### src/common/sat_macros.svh
`ifndef SAT_MACROS_SVH
`define SAT_MACROS_SVH

// Variable slots. Variable 0 is reserved, so 1 to SAT_VAR_MAX-1 are legal.
`define SAT_VAR_MAX 16

// Node slots in the clause queue.
`define CLQ_DEPTH 32

// Clause ids run from 0 to CLAUSE_MAX-1 and then wrap.
`define CLAUSE_MAX 16

`endif

### src/common/sat_lit_pkg.sv
package sat_lit_pkg;

`include "sat_macros.svh"

    // A signed literal has the sign bit on top and is two's complement when negative.
    typedef logic [$clog2(`SAT_VAR_MAX):0] lit_t;

    // The head-table index adds SAT_VAR_MAX to the variable number for the negative polarity.
    typedef logic [$clog2(`SAT_VAR_MAX):0] lit_idx_t;

    // Maps a signed literal to its head-table index.
    function automatic lit_idx_t lit_to_idx(input lit_t lit);
        logic                              neg;
        logic [$clog2(`SAT_VAR_MAX)-1:0]   mag;
        neg = lit[$clog2(`SAT_VAR_MAX)];
        if (neg) begin
            mag = ~lit[$clog2(`SAT_VAR_MAX)-1:0] + 1'b1; // Undo the two's complement.
        end else begin
            mag = lit[$clog2(`SAT_VAR_MAX)-1:0];
        end
        return {neg, mag};
    endfunction

endpackage

### src/common/clause_store_pkg.sv
package clause_store_pkg;

`include "sat_macros.svh"

    // Slot index into the node array.
    typedef logic [$clog2(`CLQ_DEPTH)-1:0] ptr_t;

    // Pointer to a node, or nothing when is_null is set.
    typedef struct packed {
        logic is_null;
        ptr_t ptr;
    } link_t;

    typedef logic [$clog2(`CLAUSE_MAX)-1:0] clause_id_t;

    // One occurrence of a literal and the link to its next older occurrence.
    typedef struct packed {
        clause_id_t clause_id;
        link_t      next;
    } node_t;

    // End of every occurrence list, and the reset value of every head.
    localparam link_t LINK_NULL = '{is_null: 1'b1, ptr: '0};

endpackage

### src/clause_queue/indexed_store.sv
`timescale 1ns/1ps

module indexed_store #(
    parameter type    entry_t     = logic [7:0],
    parameter int     ENTRIES     = 16,
    parameter entry_t RESET_VALUE = '0
)(
    input  logic                       clk,
    input  logic                       rst_n,

    input  logic                       wr_en,
    input  logic [$clog2(ENTRIES)-1:0] wr_addr,
    input  entry_t                     wr_data,

    input  logic [$clog2(ENTRIES)-1:0] rd_addr,
    output entry_t                     rd_data,

    input  logic [$clog2(ENTRIES)-1:0] rd_addr_b,
    output entry_t                     rd_data_b
);
    entry_t mem [ENTRIES];

    assign rd_data   = mem[rd_addr];   // Reads see the array before this edge's write.
    assign rd_data_b = mem[rd_addr_b];

    always_ff @(posedge clk) begin
        if (rst_n) begin
            for (int i = 0; i < ENTRIES; i++) begin
                mem[i] <= RESET_VALUE;
            end
        end else if (wr_en) begin
            mem[wr_addr] <= wr_data;
        end
    end

endmodule

### src/clause_queue/clause_queue.sv
`timescale 1ns/1ps

`include "sat_macros.svh"

module clause_queue
    import sat_lit_pkg::*, clause_store_pkg::*;
(
    input  logic       clk,
    input  logic       rst_n,

    input  lit_idx_t   push_idx,
    input  clause_id_t push_clause,
    input  logic       push,
    output logic       full,

    input  lit_idx_t   head_idx,
    output link_t      head_link,

    input  ptr_t       node_ptr,
    output node_t      node_data
);
    // One bit wider than a slot index so a full queue is visible.
    logic [$clog2(`CLQ_DEPTH):0] tail;

    logic  push_ok;
    link_t old_head;
    node_t new_node;
    link_t new_head;

    assign full    = (tail == `CLQ_DEPTH);
    assign push_ok = push && !full;

    // New node goes in front of the literal's current list.
    assign new_node = '{clause_id: push_clause, next: old_head};
    assign new_head = '{is_null: 1'b0, ptr: ptr_t'(tail)};

    always_ff @(posedge clk) begin
        if (rst_n) begin
            tail <= '0;
        end else if (push_ok) begin
            tail <= tail + 1'b1;
        end
    end

    indexed_store #(
        .entry_t     (node_t),
        .ENTRIES     (`CLQ_DEPTH),
        .RESET_VALUE ('0)
    ) node_store_inst (
        .clk       (clk),
        .rst_n     (rst_n),
        .wr_en     (push_ok),
        .wr_addr   (ptr_t'(tail)),
        .wr_data   (new_node),
        .rd_addr   (node_ptr),
        .rd_data   (node_data),
        .rd_addr_b ('0),
        .rd_data_b ()
    );

    // Port b reads the old head for linking while port a serves the walker.
    indexed_store #(
        .entry_t     (link_t),
        .ENTRIES     (2 * `SAT_VAR_MAX),
        .RESET_VALUE (LINK_NULL)
    ) head_store_inst (
        .clk       (clk),
        .rst_n     (rst_n),
        .wr_en     (push_ok),
        .wr_addr   (push_idx),
        .wr_data   (new_head),
        .rd_addr   (head_idx),
        .rd_data   (head_link),
        .rd_addr_b (push_idx),
        .rd_data_b (old_head)
    );

endmodule

### src/design/clause_loader.sv
`timescale 1ns/1ps

`include "sat_macros.svh"

module clause_loader
    import sat_lit_pkg::*, clause_store_pkg::*;
(
    input  logic       clk,
    input  logic       rst_n,

    input  lit_t       in_lit,
    input  logic       in_lit_valid,
    input  logic       in_clause_end,

    input  logic       full,
    output lit_idx_t   push_idx,
    output clause_id_t push_clause,
    output logic       push
);
    clause_id_t clause_id;

    // The push path is purely combinational, so a literal lands in the queue
    // at the same edge it is strobed.
    assign push_idx    = lit_to_idx(in_lit);
    assign push_clause = clause_id;
    assign push        = in_lit_valid && !full; // Dropped literals are simply lost.

    // The last literal of a clause still carries the old id; the count moves after it.
    always_ff @(posedge clk) begin
        if (rst_n) begin
            clause_id <= '0;
        end else if (in_clause_end) begin
            if (clause_id == clause_id_t'(`CLAUSE_MAX - 1)) begin
                clause_id <= '0;
            end else begin
                clause_id <= clause_id + 1'b1;
            end
        end
    end

endmodule

### src/design/occurrence_walker.sv
`timescale 1ns/1ps

module occurrence_walker
    import sat_lit_pkg::*, clause_store_pkg::*;
(
    input  logic       clk,
    input  logic       rst_n,

    input  lit_t       query_lit,
    input  logic       query_start,

    output lit_idx_t   head_idx,
    input  link_t      head_link,

    output ptr_t       node_ptr,
    input  node_t      node_data,

    output clause_id_t occ_clause,
    output logic       occ_valid,
    output logic       query_done,
    output logic       busy
);
    logic     active;
    logic     use_head;    // First walk cycle takes the link from the head table.
    logic     start_ok;
    lit_idx_t query_idx;
    link_t    cur_link;
    link_t    cur;

    assign head_idx = query_idx;
    assign cur      = use_head ? head_link : cur_link;
    assign node_ptr = cur.ptr;

    assign occ_clause = node_data.clause_id;
    assign occ_valid  = active && !cur.is_null;
    assign query_done = active && cur.is_null;
    assign busy       = active && !cur.is_null; // Low again in the query_done cycle.

    assign start_ok = query_start && !busy;

    always_ff @(posedge clk) begin
        if (rst_n) begin
            active   <= 1'b0;
            use_head <= 1'b0;
        end else begin
            use_head <= start_ok;
            if (start_ok) begin
                active <= 1'b1;
            end else if (query_done) begin
                active <= 1'b0;
            end
        end
    end

    always_ff @(posedge clk) begin
        if (start_ok) begin
            query_idx <= lit_to_idx(query_lit);
        end
        cur_link <= node_data.next; // Only consumed while the walk continues.
    end

endmodule

### src/design/sat_occurrence_top.sv
`timescale 1ns/1ps

module sat_occurrence_top
    import sat_lit_pkg::*, clause_store_pkg::*;
(
    input  logic       clk,
    input  logic       rst_n,

    input  lit_t       in_lit,
    input  logic       in_lit_valid,
    input  logic       in_clause_end,

    input  lit_t       query_lit,
    input  logic       query_start,

    output clause_id_t occ_clause,
    output logic       occ_valid,
    output logic       query_done,
    output logic       busy,
    output logic       full
);
    lit_idx_t   push_idx;
    clause_id_t push_clause;
    logic       push;
    lit_idx_t   head_idx;
    link_t      head_link;
    ptr_t       node_ptr;
    node_t      node_data;

    clause_loader clause_loader_inst (
        .clk           (clk),
        .rst_n         (rst_n),
        .in_lit        (in_lit),
        .in_lit_valid  (in_lit_valid),
        .in_clause_end (in_clause_end),
        .full          (full),
        .push_idx      (push_idx),
        .push_clause   (push_clause),
        .push          (push)
    );

    clause_queue clause_queue_inst (
        .clk         (clk),
        .rst_n       (rst_n),
        .push_idx    (push_idx),
        .push_clause (push_clause),
        .push        (push),
        .full        (full),
        .head_idx    (head_idx),
        .head_link   (head_link),
        .node_ptr    (node_ptr),
        .node_data   (node_data)
    );

    occurrence_walker occurrence_walker_inst (
        .clk         (clk),
        .rst_n       (rst_n),
        .query_lit   (query_lit),
        .query_start (query_start),
        .head_idx    (head_idx),
        .head_link   (head_link),
        .node_ptr    (node_ptr),
        .node_data   (node_data),
        .occ_clause  (occ_clause),
        .occ_valid   (occ_valid),
        .query_done  (query_done),
        .busy        (busy)
    );

endmodule

### config.mk
export PLATFORM = sky130hd
export DESIGN_NAME = sat_occurrence_top
export DESIGN_NICKNAME = d
export VERILOG_FILES = /design/src/common/sat_lit_pkg.sv /design/src/common/clause_store_pkg.sv /design/src/clause_queue/indexed_store.sv /design/src/clause_queue/clause_queue.sv /design/src/design/clause_loader.sv /design/src/design/occurrence_walker.sv /design/src/design/sat_occurrence_top.sv
export VERILOG_INCLUDE_DIRS = /design/src /design/src/common
export SDC_FILE = /design/constraint.sdc
export NUM_CORES = 1
export LEC_CHECK = 0
export ABC_AREA = 0
export CORE_ASPECT_RATIO = 0.6
export CORE_UTILIZATION = 45
export CTS_CLUSTER_DIAMETER = 60
export DETAILED_ROUTE_END_ITERATION = 16
export DONT_BUFFER_PORTS = 1
export GPL_ROUTABILITY_DRIVEN = 0
export GPL_TIMING_DRIVEN = 1
export MAX_ROUTING_LAYER = met4
export PLACE_DENSITY = 0.69
export SYNTH_ARGS = -nofsm -noshare
export SYNTH_HDL_FRONTEND = slang
export SYNTH_SLANG_ARGS = --single-unit
### constraint.sdc
create_clock -name clk -period 4.15 [get_ports clk]
set_input_delay 0.2075 -clock clk [delete_from_list [all_inputs] [get_ports clk]]
set_output_delay 0.2075 -clock clk [all_outputs]
set_load 0.05 [all_outputs]
; ---- Yosys cells after proc, flatten, opt, wreduce, memory -nomap -nowiden
; Memory sizes are Yosys's and may differ from the RTL's. A register that Yosys moved wholly into a read port is not among the register bits.
; Cells that the tools add are included.
[classes]
addsub = 4
reduce_logical = 11
n_eq_ne = 2
mux = 18
n_bitwise = 2
[ops]
columns = op, n
row1 = 2-to-1 mux 5 bit, 3
row2 = "adder 4 x 1 -> 4 bit, second input constant", 3
row3 = 2-to-1 mux 4 bit, 3
row4 = 2-to-1 mux 6 bit, 2
row5 = 2-to-1 mux 10 bit, 1
row6 = OR reduction 10 bit, 1
row7 = 2-to-1 mux 1 bit, 9
row8 = NOT 4 bit, 2
row9 = "adder 6 x 1 -> 6 bit, second input constant", 1
row10 = "== test 6 bit, second input constant", 1
row11 = OR reduction 6 bit, 1
row12 = logical AND 1 bit, 5
row13 = "== test 4 bit, second input constant", 1
row14 = logical NOT 1 bit, 3
row15 = nonzero test 2 bit, 1
[totals]
input_bits = 15
ram_bits = 512
out_inout_bits = 8
elab_cells = 46
register_bits = 23
n_memories = 2
[memory_table]
columns = name, words, width, rd, rd_clocked_by_memory_dff, wr, line
row1 = clause_queue_inst.node_store_inst.mem, 32, 10, 1, 0, 32, indexed_store.sv:21  ; entry_t mem [ENTRIES];
row2 = clause_queue_inst.head_store_inst.mem, 32, 6, 2, 1, 32, indexed_store.sv:21

; ---- Logic depth before layout (Yosys ltp)
[depth]
depth_word = 9
ltp_mapped = 14
mapped_depth_nobuf = 9

; ---- Hierarchy
; From an unflattened synthesis, not the netlist that was laid out.
[unflattened]
hier_cells = 2265
area_unflattened_um2 = 29782.3
[modules_own_cells]
columns = mod, cells_each, n_inst, area_each_um2, seq_area_each_um2
row1 = indexed_store (clause_queue_inst.node_store_inst), 1500, 1, 18071.1, 9609.2
row2 = indexed_store (clause_queue_inst.head_store_inst), 650, 1, 10538.9, 5765.5
row3 = occurrence_walker, 41, 1, 545.5, 310.3
row4 = clause_queue, 43, 1, 371.6, 120.1
row5 = clause_loader, 31, 1, 255.2, 80.1

; ---- Worst setup path before layout
; No wires, ideal clock.
[synth_timing]
path_kind = input to register
from = input port in_lit[0]
to = memory clause_queue_inst.node_store_inst.mem[0][0] (netlist bit), data pin
t_arrival_ps = 3583
n_path_buf = 5
setup_ps = 265
setup_slack_ps = 302
required_ps = 3885
path_stages = 13
cell_sequence = clkbuf_1 -> buf_2 -> inv_1 -> ha_1 -> mux2i_1 -> clkbuf_1 -> clkbuf_1 -> mux4_2 -> mux2i_1 -> a211oi_1 -> nor3_1 -> clkbuf_1 -> nor2_1
[synth_rtl]
columns = element, line
row1 = from (decl), sat_occurrence_top.sv:9  ; input lit_t in_lit,
row2 = to (decl), indexed_store.sv:21

==> results.sh <==
export IMPL_final_cell_mix="edfxtp_1, nor2_1, mux2i_1"
export IMPL_synth_edf_count=485
export IMPL_vias=17300
export IMPL_coreArea_um2=57900
export IMPL_synth_distinct_cells=54
export IMPL_clk_pin_slew_ns=0.06
export IMPL_dp_slack_ns=0.297
export IMPL_period_share=1.02
export IMPL_stdcell_count=2812
export IMPL_clock_sinks=540
export IMPL_status="finished with violations"
export IMPL_post_route_min_period_ns=4.21
export IMPL_syn_nets=2024
export IMPL_synthXorXnorAreaFrac=0.00297
export IMPL_dr_pass1_iters=5
export IMPL_use_met3=0.109
export IMPL_synth_fa_ha_area_frac=0.00424
export IMPL_cts_root_buf="clkbuf_16"
export IMPL_design_area_um2=29900
export IMPL_gr_total_overflow=0
export IMPL_crit_arrival_ns=4.01
export IMPL_placement_io_buffers=0
export IMPL_post_route_util=0.517
export IMPL_tightest_slew_ns=1.19
export IMPL_rsz0062_at_grt="true"
export IMPL_cts_buffers=51
export IMPL_slew_violations=0
export IMPL_route_detailed_drc=0
export IMPL_nFillCells=4759
export IMPL_synth_warnings=0
export IMPL_finalSetupViolations=1
export IMPL_grt_max_degree=72
export IMPL_grt_busiest_layer="met1"
export IMPL_drt_wl_total_mm=74.7
export IMPL_ios=23
export IMPL_synth_seq_cells=540
export IMPL_antenna_left=0
export IMPL_skew_ns=0.0491
export IMPL_final_common_cell="edfxtp_1"
export IMPL_track_usage=0.256
export IMPL_dp_cells=2656
export IMPL_grt_pass1_vias=16600
export IMPL_initial_utilization=0.459
export IMPL_grt_pass1_wl_mm=110
export IMPL_synth_top_family_by_area="multiplexers"
export IMPL_place_area_um2=27400
export IMPL_dieHeight_um=190
export IMPL_ys_seq_area_frac=0.590
export IMPL_drtIter0Drc=2572
export IMPL_worst_setup_path_start_kind="flip-flop"
export IMPL_holdCritPathClass="primary input to flip-flop"
export IMPL_area_growth_pct=12.7
export IMPL_cap_violations=0
export IMPL_p_leak_nw=11.5
export IMPL_synth_compound_gate_area_share=0.0279
export IMPL_path_max_fanout=7
export IMPL_clk_latency_ns=0.61
export IMPL_worst_slack_ns=-0.0647
export IMPL_synth_async_reset_ratio=0
export IMPL_worst_ir_drop_vdd_v=0.000321
export IMPL_syn_area_per_cell_um2=13.3
export IMPL_violations="setup timing"
export IMPL_wl_per_cell_um=26.6
export IMPL_cts_max_path_buffers=3
export IMPL_multi_input_area_um2=10200
export IMPL_timing_hold_violations_final=0
export IMPL_dp_hpwl_mm=48.5
export IMPL_synth_simple_area_share=0.152
export IMPL_placementRows=68
export IMPL_powerDensity_nw_per_um2=519
export IMPL_die_area_um2=60000
export IMPL_endpoint_kind="primary output"
export IMPL_tns_ns=-0.0647
export IMPL_ys_flop_type="edfxtp_1"
export IMPL_synthesis_instances=2000
export IMPL_met1_usage=0.374
export IMPL_fmax_mhz=237
export IMPL_tritoncts="done"
export IMPL_routed_via_density=6.14
export IMPL_finalPower_mw=15.5
export IMPL_synth_area_um2=26600
export IMPL_die_w_um=316
export IMPL_crit_required_ns=3.94
export IMPL_seq_area_um2=15700
export IMPL_critPathKind="flip-flop to primary output"
export IMPL_htree_levels=2
export IMPL_hold_ws_ns=0.0273
export IMPL_synth_mux_area_fraction=0.188
export IMPL_relSlewSlack=0.207
export IMPL_drive_gt1_frac=0.196
export IMPL_antenna_found_initial=2
export IMPL_final_nets=2023
export IMPL_grt_util_met2=0.330
[Yosys cell counts, types with 2 or more instances]
master / n / area share
a211oi_1: 12 / 0.0034
a21oi_1: 6 / 0.0011
a22o_1: 22 / 0.0073
a22oi_1: 4 / 0.0011
a311oi_1: 2 / 0.00066
a31oi_1: 3 / 0.00071
and2_1: 95 / 0.022
and3_1: 164 / 0.039
and3b_1: 2 / 0.00066
buf_1: 8 / 0.0011
buf_2: 14 / 0.0026
buf_4: 7 / 0.0020
buf_6: 16 / 0.0068
clkbuf_1: 137 / 0.019
clkinv_1: 2 / 0.00028
dfxtp_1: 55 / 0.041
edfxtp_1: 485 / 0.55
ha_1: 9 / 0.0042
inv_1: 7 / 0.00099
mux2_2: 45 / 0.019
mux2i_1: 226 / 0.085
mux4_2: 99 / 0.084
nand2_1: 57 / 0.0081
nand2b_1: 38 / 0.0090
nand3_1: 4 / 0.00075
nand3b_1: 7 / 0.0020
nand4_1: 3 / 0.00071
nor2_1: 296 / 0.042
nor2b_1: 15 / 0.0035
nor3_1: 48 / 0.0090
nor3b_1: 7 / 0.0020
nor4_2: 10 / 0.0047
o21a_1: 5 / 0.0014
o21ai_0: 4 / 0.00075
o22ai_1: 10 / 0.0024
o2bb2ai_1: 20 / 0.0066
o31ai_1: 3 / 0.00085
or2_2: 28 / 0.0066
or3_1: 3 / 0.00071
xnor2_1: 4 / 0.0013
xor2_1: 5 / 0.0016
[metal layers]
metal | part of all wire | wire, µm
met1 | 0.44 | 32800
met2 | 0.40 | 29900
met3 | 0.15 | 11100
met4 | 0.012 | 896
met5 | 0 | 0
[final timing paths]
kind	startpoint	endpoint	slack, ns	depth (start not counted)
max reg2reg	flip-flop	occurrence_walker_inst.cur_link[3]$_DFF_P_	0.27	14
min reg2reg	clause_queue_inst.head_store_inst.mem[9][5]$_SDFFE_PN0P_	clause_queue_inst.head_store_inst.mem[9][5]$_SDFFE_PN0P_	0.49	2
min	in_lit_valid	clause_queue_inst.tail[1]$_SDFFE_PP0N_	0.03	3
max	flip-flop	occ_clause[2]	-0.06	13
[critical path, stage by stage (launching register included)]
cell and delay, ns:
dfxtp_4 0.40, buf_12 0.14, mux4_2 0.50, mux4_2 0.53
mux2i_4 0.19, a21o_4 0.19, buf_6 0.13, buf_16 0.13
buf_6 0.11, mux2i_2 0.07, mux2_4 0.30, o2bb2ai_4 0.16
nor4_4 0.36, buf_6 0.21
[registers in the layout (all words and copies together) (netlist names), named ones only]
register,cells
clause_queue_inst.node_store_inst.mem,320
clause_queue_inst.head_store_inst.mem,192
clause_queue_inst.tail,6
occurrence_walker_inst.cur_link,6
occurrence_walker_inst.head_idx,5
clause_loader_inst.push_clause,4
occurrence_walker_inst.active,1
occurrence_walker_inst.use_head,1
[final cells by class]
type	instances	area share
clock buffer	71	0.0468
tap	770	0.0322
inverter	9	0.00113
antenna	1	0.0000836
multi-input combinational	1267	0.341
timing repair buffer	130	0.0493
sequential	540	0.524
clock inverter	24	0.00531
[cells by family after synthesis]
kind of cell	count (synthesis)
xor+xnor	9
fa+ha+maj	9
simple gates	782
compound gates	97
buf+inv	193
mux	370
flops	540
[where the power goes]
| group | internal [mW] | leakage [nW] | total [mW] | switching, mW |
|---|---|---|---|---|
| logic | 2.15 | 5.28 | 4.73 | 2.58 |
| registers | 6.14 | 5.46 | 6.31 | 0.162 |
| clock network | 2.42 | 0.760 | 4.49 | 2.07 |
| total | 10.7 | 11.5 | 15.5 | 4.81 |
[repair_timing]
action                                  4_1_cts  5_1_grt
gates resized for setup                      25       27
endpoints found under the setup margin        4        4
hold endpoints to repair                    186        0
cloned                                        8        2
setup buffers                                20       17
hold buffers                                 13        0
pin swaps                                     9        5
(Power assumes the default switching activity.)
